--- src/rtl/muldiv_pkg.sv ---
package muldiv_pkg;

    localparam int XLEN = 32;
    // one quotient bit per iteration
    localparam int DIV_CYCLES = 32;
    localparam int DIV_CNT_W = $clog2(DIV_CYCLES + 1);

    typedef logic [XLEN-1:0] word_t;
    typedef logic [DIV_CNT_W-1:0] div_cnt_t;

    // OP_NOP must stay zero, a cleared payload is a bubble
    typedef enum logic [3:0] {
        OP_NOP   = 4'd0,
        OP_MULT  = 4'd1,
        OP_MULTU = 4'd2,
        OP_DIV   = 4'd3,
        OP_DIVU  = 4'd4,
        OP_MTHI  = 4'd5,
        OP_MTLO  = 4'd6,
        OP_MFHI  = 4'd7,
        OP_MFLO  = 4'd8
    } muldiv_op_e;

    // bit 1 writes HI, bit 0 writes LO
    typedef logic [1:0] hilo_we_t;

    typedef struct packed {
        muldiv_op_e op;
        word_t      a;
        word_t      b;
    } issue_t;

    typedef struct packed {
        hilo_we_t hilo_we;
        word_t    hi;
        word_t    lo;
        logic     rd_valid;
        word_t    rd_data;
    } wb_t;

endpackage

--- src/rtl/stage_reg.sv ---
`timescale 1ns/1ps

module stage_reg #(
    parameter type T = logic
) (
    input  logic clk,
    input  logic arst_n_i,
    input  logic hold_i,
    input  logic bubble_i,
    input  T     d_i,
    output T     q_o
);

    // hold wins over bubble, a held stage keeps its op
    always_ff @(posedge clk or negedge arst_n_i) begin
        if (!arst_n_i) begin
            q_o <= '0;
        end else if (!hold_i) begin
            if (bubble_i) begin
                q_o <= '0;
            end else begin
                q_o <= d_i;
            end
        end
    end

endmodule

--- src/rtl/pipe_control.sv ---
`timescale 1ns/1ps

module pipe_control (
    input  logic clk,
    input  logic arst_n_i,
    input  logic div_req_i,
    input  logic div_done_i,
    output logic div_start_o,
    output logic stall_o,
    output logic ex_bubble_o
);

    typedef enum logic {
        IDLE = 1'b0,
        BUSY = 1'b1
    } state_e;

    state_e state;
    state_e state_nxt;
    logic   div_pending;

    // start only from IDLE, so a held divide is launched once
    assign div_start_o = (state == IDLE) && div_req_i;

    // pending from the start cycle up to, not including, the done cycle
    assign div_pending = div_start_o || ((state == BUSY) && !div_done_i);

    assign stall_o = div_pending;

    // nothing valid leaves execute while the divider runs
    assign ex_bubble_o = div_pending;

    always_comb begin
        state_nxt = state;
        case (state)
            IDLE: begin
                if (div_req_i) begin
                    state_nxt = BUSY;
                end
            end
            BUSY: begin
                if (div_done_i) begin
                    state_nxt = IDLE;
                end
            end
            default: state_nxt = IDLE;
        endcase
    end

    always_ff @(posedge clk or negedge arst_n_i) begin
        if (!arst_n_i) begin
            state <= IDLE;
        end else begin
            state <= state_nxt;
        end
    end

endmodule

--- src/rtl/ex_stage.sv ---
`timescale 1ns/1ps

module ex_stage (
    input  muldiv_pkg::issue_t issue_i,
    input  muldiv_pkg::wb_t    wb_i,
    input  muldiv_pkg::word_t  hi_i,
    input  muldiv_pkg::word_t  lo_i,
    input  muldiv_pkg::word_t  div_quot_i,
    input  muldiv_pkg::word_t  div_rem_i,
    output muldiv_pkg::wb_t    wb_o,
    output logic               div_req_o,
    output logic               div_signed_o,
    output muldiv_pkg::word_t  div_dividend_o,
    output muldiv_pkg::word_t  div_divisor_o
);

    muldiv_pkg::muldiv_op_e              op;
    logic                                mul_signed;
    logic signed [muldiv_pkg::XLEN:0]     mul_a;
    logic signed [muldiv_pkg::XLEN:0]     mul_b;
    logic signed [2*muldiv_pkg::XLEN+1:0] product;
    muldiv_pkg::word_t                   fwd_hi;
    muldiv_pkg::word_t                   fwd_lo;

    assign op = issue_i.op;

    // one 33x33 signed multiplier covers MULT and MULTU
    assign mul_signed = (op == muldiv_pkg::OP_MULT);
    assign mul_a      = {mul_signed & issue_i.a[muldiv_pkg::XLEN-1], issue_i.a};
    assign mul_b      = {mul_signed & issue_i.b[muldiv_pkg::XLEN-1], issue_i.b};
    assign product    = mul_a * mul_b;

    // uncommitted write in the wb register is newer than HI/LO
    assign fwd_hi = wb_i.hilo_we[1] ? wb_i.hi : hi_i;
    assign fwd_lo = wb_i.hilo_we[0] ? wb_i.lo : lo_i;

    assign div_req_o      = (op == muldiv_pkg::OP_DIV) || (op == muldiv_pkg::OP_DIVU);
    assign div_signed_o   = (op == muldiv_pkg::OP_DIV);
    assign div_dividend_o = issue_i.a;
    assign div_divisor_o  = issue_i.b;

    always_comb begin
        wb_o = '0;
        case (op)
            muldiv_pkg::OP_MULT,
            muldiv_pkg::OP_MULTU: begin
                wb_o.hilo_we = 2'b11;
                wb_o.hi      = product[2*muldiv_pkg::XLEN-1:muldiv_pkg::XLEN];
                wb_o.lo      = product[muldiv_pkg::XLEN-1:0];
            end
            // only taken by u_wb in the done cycle
            muldiv_pkg::OP_DIV,
            muldiv_pkg::OP_DIVU: begin
                wb_o.hilo_we = 2'b11;
                wb_o.hi      = div_rem_i;
                wb_o.lo      = div_quot_i;
            end
            muldiv_pkg::OP_MTHI: begin
                wb_o.hilo_we = 2'b10;
                wb_o.hi      = issue_i.a;
            end
            muldiv_pkg::OP_MTLO: begin
                wb_o.hilo_we = 2'b01;
                wb_o.lo      = issue_i.a;
            end
            muldiv_pkg::OP_MFHI: begin
                wb_o.rd_valid = 1'b1;
                wb_o.rd_data  = fwd_hi;
            end
            muldiv_pkg::OP_MFLO: begin
                wb_o.rd_valid = 1'b1;
                wb_o.rd_data  = fwd_lo;
            end
            default: begin
                wb_o = '0;
            end
        endcase
    end

endmodule

--- src/rtl/div_unit.sv ---
`timescale 1ns/1ps

module div_unit (
    input  logic              clk,
    input  logic              arst_n_i,
    input  logic              start_i,
    input  logic              signed_i,
    input  muldiv_pkg::word_t dividend_i,
    input  muldiv_pkg::word_t divisor_i,
    output muldiv_pkg::word_t quot_o,
    output muldiv_pkg::word_t rem_o,
    output logic              done_o
);

    logic                        busy;
    logic                        load;
    muldiv_pkg::div_cnt_t        cnt;
    logic                        neg_q;
    logic                        neg_r;
    logic                        dvs_zero;
    muldiv_pkg::word_t           dvs_r;
    muldiv_pkg::word_t           quo_r;
    muldiv_pkg::word_t           rem_r;
    muldiv_pkg::word_t           a_mag;
    muldiv_pkg::word_t           b_mag;
    logic [muldiv_pkg::XLEN:0]   shifted;
    logic [muldiv_pkg::XLEN:0]   diff;

    assign load = start_i && !busy;

    assign a_mag = (signed_i && dividend_i[muldiv_pkg::XLEN-1]) ? -dividend_i : dividend_i;
    assign b_mag = (signed_i && divisor_i[muldiv_pkg::XLEN-1]) ? -divisor_i : divisor_i;

    // partial remainder takes the next dividend bit from the top of quo_r
    assign shifted = {rem_r, quo_r[muldiv_pkg::XLEN-1]};
    assign diff    = shifted - {1'b0, dvs_r};

    // cnt runs DIV_CYCLES steps, the zero count is the sign fix-up cycle
    always_ff @(posedge clk or negedge arst_n_i) begin
        if (!arst_n_i) begin
            busy   <= 1'b0;
            cnt    <= '0;
            done_o <= 1'b0;
        end else begin
            done_o <= 1'b0;
            if (load) begin
                busy <= 1'b1;
                cnt  <= muldiv_pkg::div_cnt_t'(muldiv_pkg::DIV_CYCLES);
            end else if (busy) begin
                if (cnt != '0) begin
                    cnt <= cnt - 1'b1;
                end else begin
                    busy   <= 1'b0;
                    done_o <= 1'b1;
                end
            end
        end
    end

    always_ff @(posedge clk) begin
        if (load) begin
            quo_r    <= a_mag;
            rem_r    <= '0;
            dvs_r    <= b_mag;
            neg_q    <= signed_i & (dividend_i[muldiv_pkg::XLEN-1] ^ divisor_i[muldiv_pkg::XLEN-1]);
            neg_r    <= signed_i & dividend_i[muldiv_pkg::XLEN-1];
            dvs_zero <= (divisor_i == '0);
        end else if (busy && (cnt != '0)) begin
            // restore by keeping the shifted value when the trial goes negative
            if (!diff[muldiv_pkg::XLEN]) begin
                rem_r <= diff[muldiv_pkg::XLEN-1:0];
                quo_r <= {quo_r[muldiv_pkg::XLEN-2:0], 1'b1};
            end else begin
                rem_r <= shifted[muldiv_pkg::XLEN-1:0];
                quo_r <= {quo_r[muldiv_pkg::XLEN-2:0], 1'b0};
            end
        end else if (busy) begin
            // a zero divisor leaves |dividend| in rem_r, so only the quotient is forced
            quot_o <= dvs_zero ? '1 : (neg_q ? -quo_r : quo_r);
            rem_o  <= neg_r ? -rem_r : rem_r;
        end
    end

endmodule

--- src/rtl/hilo_regs.sv ---
`timescale 1ns/1ps

module hilo_regs (
    input  logic                 clk,
    input  logic                 arst_n_i,
    input  muldiv_pkg::hilo_we_t we_i,
    input  muldiv_pkg::word_t    hi_i,
    input  muldiv_pkg::word_t    lo_i,
    output muldiv_pkg::word_t    hi_o,
    output muldiv_pkg::word_t    lo_o
);

    // halves are written independently
    always_ff @(posedge clk or negedge arst_n_i) begin
        if (!arst_n_i) begin
            hi_o <= '0;
            lo_o <= '0;
        end else begin
            if (we_i[1]) begin
                hi_o <= hi_i;
            end
            if (we_i[0]) begin
                lo_o <= lo_i;
            end
        end
    end

endmodule

--- src/rtl/muldiv_top.sv ---
`timescale 1ns/1ps

module muldiv_top (
    input  logic                   clk,
    input  logic                   arst_n_i,
    input  logic                   op_valid_i,
    input  muldiv_pkg::muldiv_op_e op_i,
    input  muldiv_pkg::word_t      opnd_a_i,
    input  muldiv_pkg::word_t      opnd_b_i,
    output logic                   stall_o,
    output logic                   rd_valid_o,
    output muldiv_pkg::word_t      rd_data_o,
    output muldiv_pkg::word_t      hi_o,
    output muldiv_pkg::word_t      lo_o
);

    muldiv_pkg::issue_t issue_d;
    muldiv_pkg::issue_t issue_q;
    muldiv_pkg::wb_t    ex_wb;
    muldiv_pkg::wb_t    wb_q;
    muldiv_pkg::word_t  hi_q;
    muldiv_pkg::word_t  lo_q;
    muldiv_pkg::word_t  div_dividend;
    muldiv_pkg::word_t  div_divisor;
    muldiv_pkg::word_t  div_quot;
    muldiv_pkg::word_t  div_rem;
    logic               div_req;
    logic               div_signed;
    logic               div_start;
    logic               div_done;
    logic               stall;
    logic               ex_bubble;

    // invalid input cycles enter as NOP
    assign issue_d = op_valid_i ? '{op: op_i, a: opnd_a_i, b: opnd_b_i} : '0;

    assign stall_o    = stall;
    assign rd_valid_o = wb_q.rd_valid;
    assign rd_data_o  = wb_q.rd_data;
    assign hi_o       = hi_q;
    assign lo_o       = lo_q;

    pipe_control u_ctrl (
        .clk         (clk),
        .arst_n_i    (arst_n_i),
        .div_req_i   (div_req),
        .div_done_i  (div_done),
        .div_start_o (div_start),
        .stall_o     (stall),
        .ex_bubble_o (ex_bubble)
    );

    stage_reg #(.T(muldiv_pkg::issue_t)) u_issue (
        .clk      (clk),
        .arst_n_i (arst_n_i),
        .hold_i   (stall),
        .bubble_i (1'b0),
        .d_i      (issue_d),
        .q_o      (issue_q)
    );

    ex_stage u_ex (
        .issue_i        (issue_q),
        .wb_i           (wb_q),
        .hi_i           (hi_q),
        .lo_i           (lo_q),
        .div_quot_i     (div_quot),
        .div_rem_i      (div_rem),
        .wb_o           (ex_wb),
        .div_req_o      (div_req),
        .div_signed_o   (div_signed),
        .div_dividend_o (div_dividend),
        .div_divisor_o  (div_divisor)
    );

    div_unit u_div (
        .clk        (clk),
        .arst_n_i   (arst_n_i),
        .start_i    (div_start),
        .signed_i   (div_signed),
        .dividend_i (div_dividend),
        .divisor_i  (div_divisor),
        .quot_o     (div_quot),
        .rem_o      (div_rem),
        .done_o     (div_done)
    );

    stage_reg #(.T(muldiv_pkg::wb_t)) u_wb (
        .clk      (clk),
        .arst_n_i (arst_n_i),
        .hold_i   (1'b0),
        .bubble_i (ex_bubble),
        .d_i      (ex_wb),
        .q_o      (wb_q)
    );

    hilo_regs u_hilo (
        .clk      (clk),
        .arst_n_i (arst_n_i),
        .we_i     (wb_q.hilo_we),
        .hi_i     (wb_q.hi),
        .lo_i     (wb_q.lo),
        .hi_o     (hi_q),
        .lo_o     (lo_q)
    );

endmodule

--- config.mk ---
export PLATFORM = sky130hd
export DESIGN_NAME = muldiv_top
export DESIGN_NICKNAME = d
export VERILOG_FILES = /design/src/rtl/muldiv_pkg.sv /design/src/rtl/stage_reg.sv /design/src/rtl/pipe_control.sv /design/src/rtl/ex_stage.sv /design/src/rtl/div_unit.sv /design/src/rtl/hilo_regs.sv /design/src/rtl/muldiv_top.sv
export SDC_FILE = /design/constraint.sdc
export NUM_CORES = 2
export LEC_CHECK = 0
export BUFFER_PORTS_ARGS = -buffer_cell sky130_fd_sc_hd__buf_2
export CAP_MARGIN = 15
export CELL_PAD_IN_SITES_DETAIL_PLACEMENT = 1
export CELL_PAD_IN_SITES_GLOBAL_PLACEMENT = 2
export CORE_UTILIZATION = 38
export CTS_CLUSTER_DIAMETER = 100
export DETAILED_ROUTE_END_ITERATION = 16
export PLACE_DENSITY_LB_ADDON = 0.3
export SLEW_MARGIN = 10
export SYNTH_ARGS = -nofsm -noshare
export SYNTH_HDL_FRONTEND = slang
export SYNTH_HIERARCHICAL = 1
export SYNTH_SLANG_ARGS = --single-unit
--- constraint.sdc ---
create_clock -name clk -period 8.68 [get_ports clk]
set_input_delay 0.868 -clock clk [delete_from_list [all_inputs] [get_ports clk]]
set_output_delay 0.868 -clock clk [all_outputs]
set_load 0.1 [all_outputs]
==> metrics.yaml <==
die_y_um: 406
synth_seq_area_share_pct: 17.1
grt_use_total_pct: 26.9
skew_ns: 0.0417
syn_inst: 6632
grt_pass1_vias: 50600
syn_area_per_cell_um2: 9.33
syn_to_final_growth_pct: 9.47
ys.flop_type: "dfrtp_1"
critPathKind: "reg2reg"
cp_data_arrival_time_ns: 8.92
cts_tree: "done"
ys_seq_elements: 403
yosysMostFrequentCell: "inv_1"
cpMostUsedCell: "fa_1"
hpwlAfterDp_mm: 178
ff2ff_setup_slack_ns: 0.25
powerDensity_nw_per_um2: 249
netlist_area_um2: 61900
crit_path_top_delay_cell: "fa_2"
start_util_pct: 38.4
drive_above_1_share_pct: 12.8
num_vias: 46200
drc: 0
status: "complete, no violations"
drt_iter0_markers: 3044
die_x_um: 406
post-route-min-period_ns: 8.43
fmax_ghz: 0.119
cts-root-buf: "clkbuf_16"
antenna_left: 0
ys_async_sr_fraction_pct: 59.6
tightest_slew_ns: 1.12
synth_edf_count: 131
fin_util_pct: 42.1
drv_slew: 0
drt_pre_antenna_iters: 5
netlist.top_cell.by_area: "fa_1"
p_leak_nw: 30.1
setup_viol: 0
clock_sinks: 403
numCtsBuffers: 49
worst_path_largest_cell_delay_ns: 0.63
setup_tns_ns: 0
cts_buffer_depth: 3
cts_max_level: 2
fin_crit_sh_pct: 97.1
crit_fanout: 5
endpoint_kind: "register"
routed_wl_mm: 219
rsz0062_at_grt: "true"
drv_cap: 0
reg2reg_to: "u_wb/q_o[94]$_DFFE_PN0N_"
clkTransAtPathRegs_ns: 0.07
rows: 147
place_congestion: 0.917
relSlewSlack_pct: 25.7
ir_drop_mv: 0.239
grt_pass1_wl_mm: 330
required_ns: 9.18
hold_viol: 0
startpoint_type: "register"
final_nets: 8134
r2r_cells: 33
io_pins: 169
clock_latency_ns: 0.63
dieArea_um2: 165000
power_w: 0.0168
synth_area_leaders: "fa_1 (36%), dfrtp_1 (9.7%), inv_1 (7.4%)"
wl_per_cell_um: 24.7
hold_class: "in2async"
ys.warnings.count: 6
core_area_um2: 161000
grt_max_degree: 199
synth_common_cells: "inv_1 (1,214), fa_1 (1,126), nand2_1 (1,095)"
synth.top_cell.area_share_pct: 36.4
viasPerCell: 5.19
grt_antenna_before_repair: 8
r2r_start: "u_issue/q_o[65]$_DFFE_PN0N_"
overflow: 0
numPortBuffers: 168
synth.distinct_cells: 102
[worst max path at each step]
| stage | slack (ns) | cells after the start | from | to |
|---|---|---|---|---|
| CTS | 0.0008 | 32 | u_issue/q_o[65]$_DFFE_PN0N_ | u_wb/q_o[95]$_DFFE_PN0N_ |
| floorplan | 0.14 | 34 | u_issue/q_o[65]$_DFFE_PN0N_ | u_wb/q_o[95]$_DFFE_PN0N_ |
| global placement | -0.15 | 32 | u_issue/q_o[65]$_DFFE_PN0N_ | u_wb/q_o[77]$_DFFE_PN0N_ |
| finish | 0.25 | 33 | u_issue/q_o[65]$_DFFE_PN0N_ | u_wb/q_o[94]$_DFFE_PN0N_ |
| detailed placement | -0.17 | 32 | u_issue/q_o[65]$_DFFE_PN0N_ | u_wb/q_o[77]$_DFFE_PN0N_ |
| global route | -0.07 | 34 | u_issue/q_o[65]$_DFFE_PN0N_ | u_wb/q_o[95]$_DFFE_PN0N_ |
[sequential cells by signal (all words and copies together), names as in the netlist, 6 cells and up]
signal and cells:
u_div/quo_r 32, u_issue/q_o 68, u_div/rem_r 32, u_hilo/lo_o 32, u_div/dvs_r 32, u_div/cnt 6, u_hilo/hi_o 32, u_div/quot_o 32
u_div/rem_o 32, u_wb/q_o 99
[logic make-up (layout without fill, tap and decap cells)]
logic type | Yosys count | in the layout | synth area share (%)
other | 1 | 16 | 0.00606
AO/OA/AOI/OAI | 829 | 829 | 8.74
XOR/XNOR | 212 | 212 | 3.00
buffers and inverters | 1691 | 1781 | 11.4
multiplexers | 132 | 132 | 2.63
adder cells (fa/ha/maj) | 1375 | 1375 | 41.4
AND/OR/NAND/NOR | 1989 | 1989 | 15.7
flip-flops | 403 | 403 | 17.1
[per-layer routing]
metal	share of wire, %	global-route usage [%]	vias to the layer above	wire length (µm)
met5	0	0	-	0
met4	4.2	9.56	0	9110
met3	4.4	2.56	236	9580
met2	46	43.0	1099	100000
met1	46	38.1	24400	100000
li1	-	-	20400	-
[critical path: cells and delay by family (launching register included)]
family / cells / cell delay, ns
compound gates: 7 / 1.01
simple gates: 7 / 1.05
flops: 1 / 0.37
xor+xnor: 1 / 0.16
fa+ha+maj: 9 / 4.40
mux: 1 / 0.26
buf+inv: 8 / 1.08
[power breakdown]
part	internal, W	switching [W]	total (W)
combinational	0.00391	0.00751	0.0114
clock	0.00132	0.000943	0.00226
sequential	0.00240	0.000759	0.00316
[placed cells by master (no fill, tap or decap), types with 32 or more instances in the layout]
cell type,instances
inv_1,1209
fa_1,1119
nand2_1,1093
and2_1,341
buf_4,271
ha_1,247
dfrtp_1,214
buf_2,167
o21ai_0,161
nand2b_1,148
edfxtp_1,131
o21ai_1,130
xnor2_1,128
a21oi_1,111
nor2_1,101
xor2_1,84
mux2i_1,68
mux2_4,60
o21ai_2,56
a21o_1,55
clkbuf_16,50
a22oi_1,50
o211ai_1,48
and3_1,41
buf_12,35
o22ai_1,33
dfxtp_1,32
[timing repair]
item	CTS	global route
resized for setup	1	53
buffers inserted	1	7
pin swaps	1	13
hold buffers	0	0
endpoints found under the setup margin	12	19
[area by class of cell]
type	count	area, µm²
antenna	10	25.0
clock buffer	67	1400
clock inverter	23	322
fill	18500	93400
inverter	1215	4560
multi-input combinational	4543	44500
sequential	403	10600
tap	2160	2700
timing repair buffer	476	3620
[through the flow]
stage	setup WS, ns	hold WS [ns]	instance area [µm²]	instances
6_report	0.253	0.307	67800	8897
5_1_grt	-0.0661	0.346	67700	8887
4_1_cts	0.000763	0.309	67500	8879
3_5_place_dp	-0.173	0.512	65800	8788
3_3_place_gp	-0.152	0.499	65800	8788
2_1_floorplan	0.141	0.443	61900	6637
Note: power is estimated with default switching activity, not from simulation.
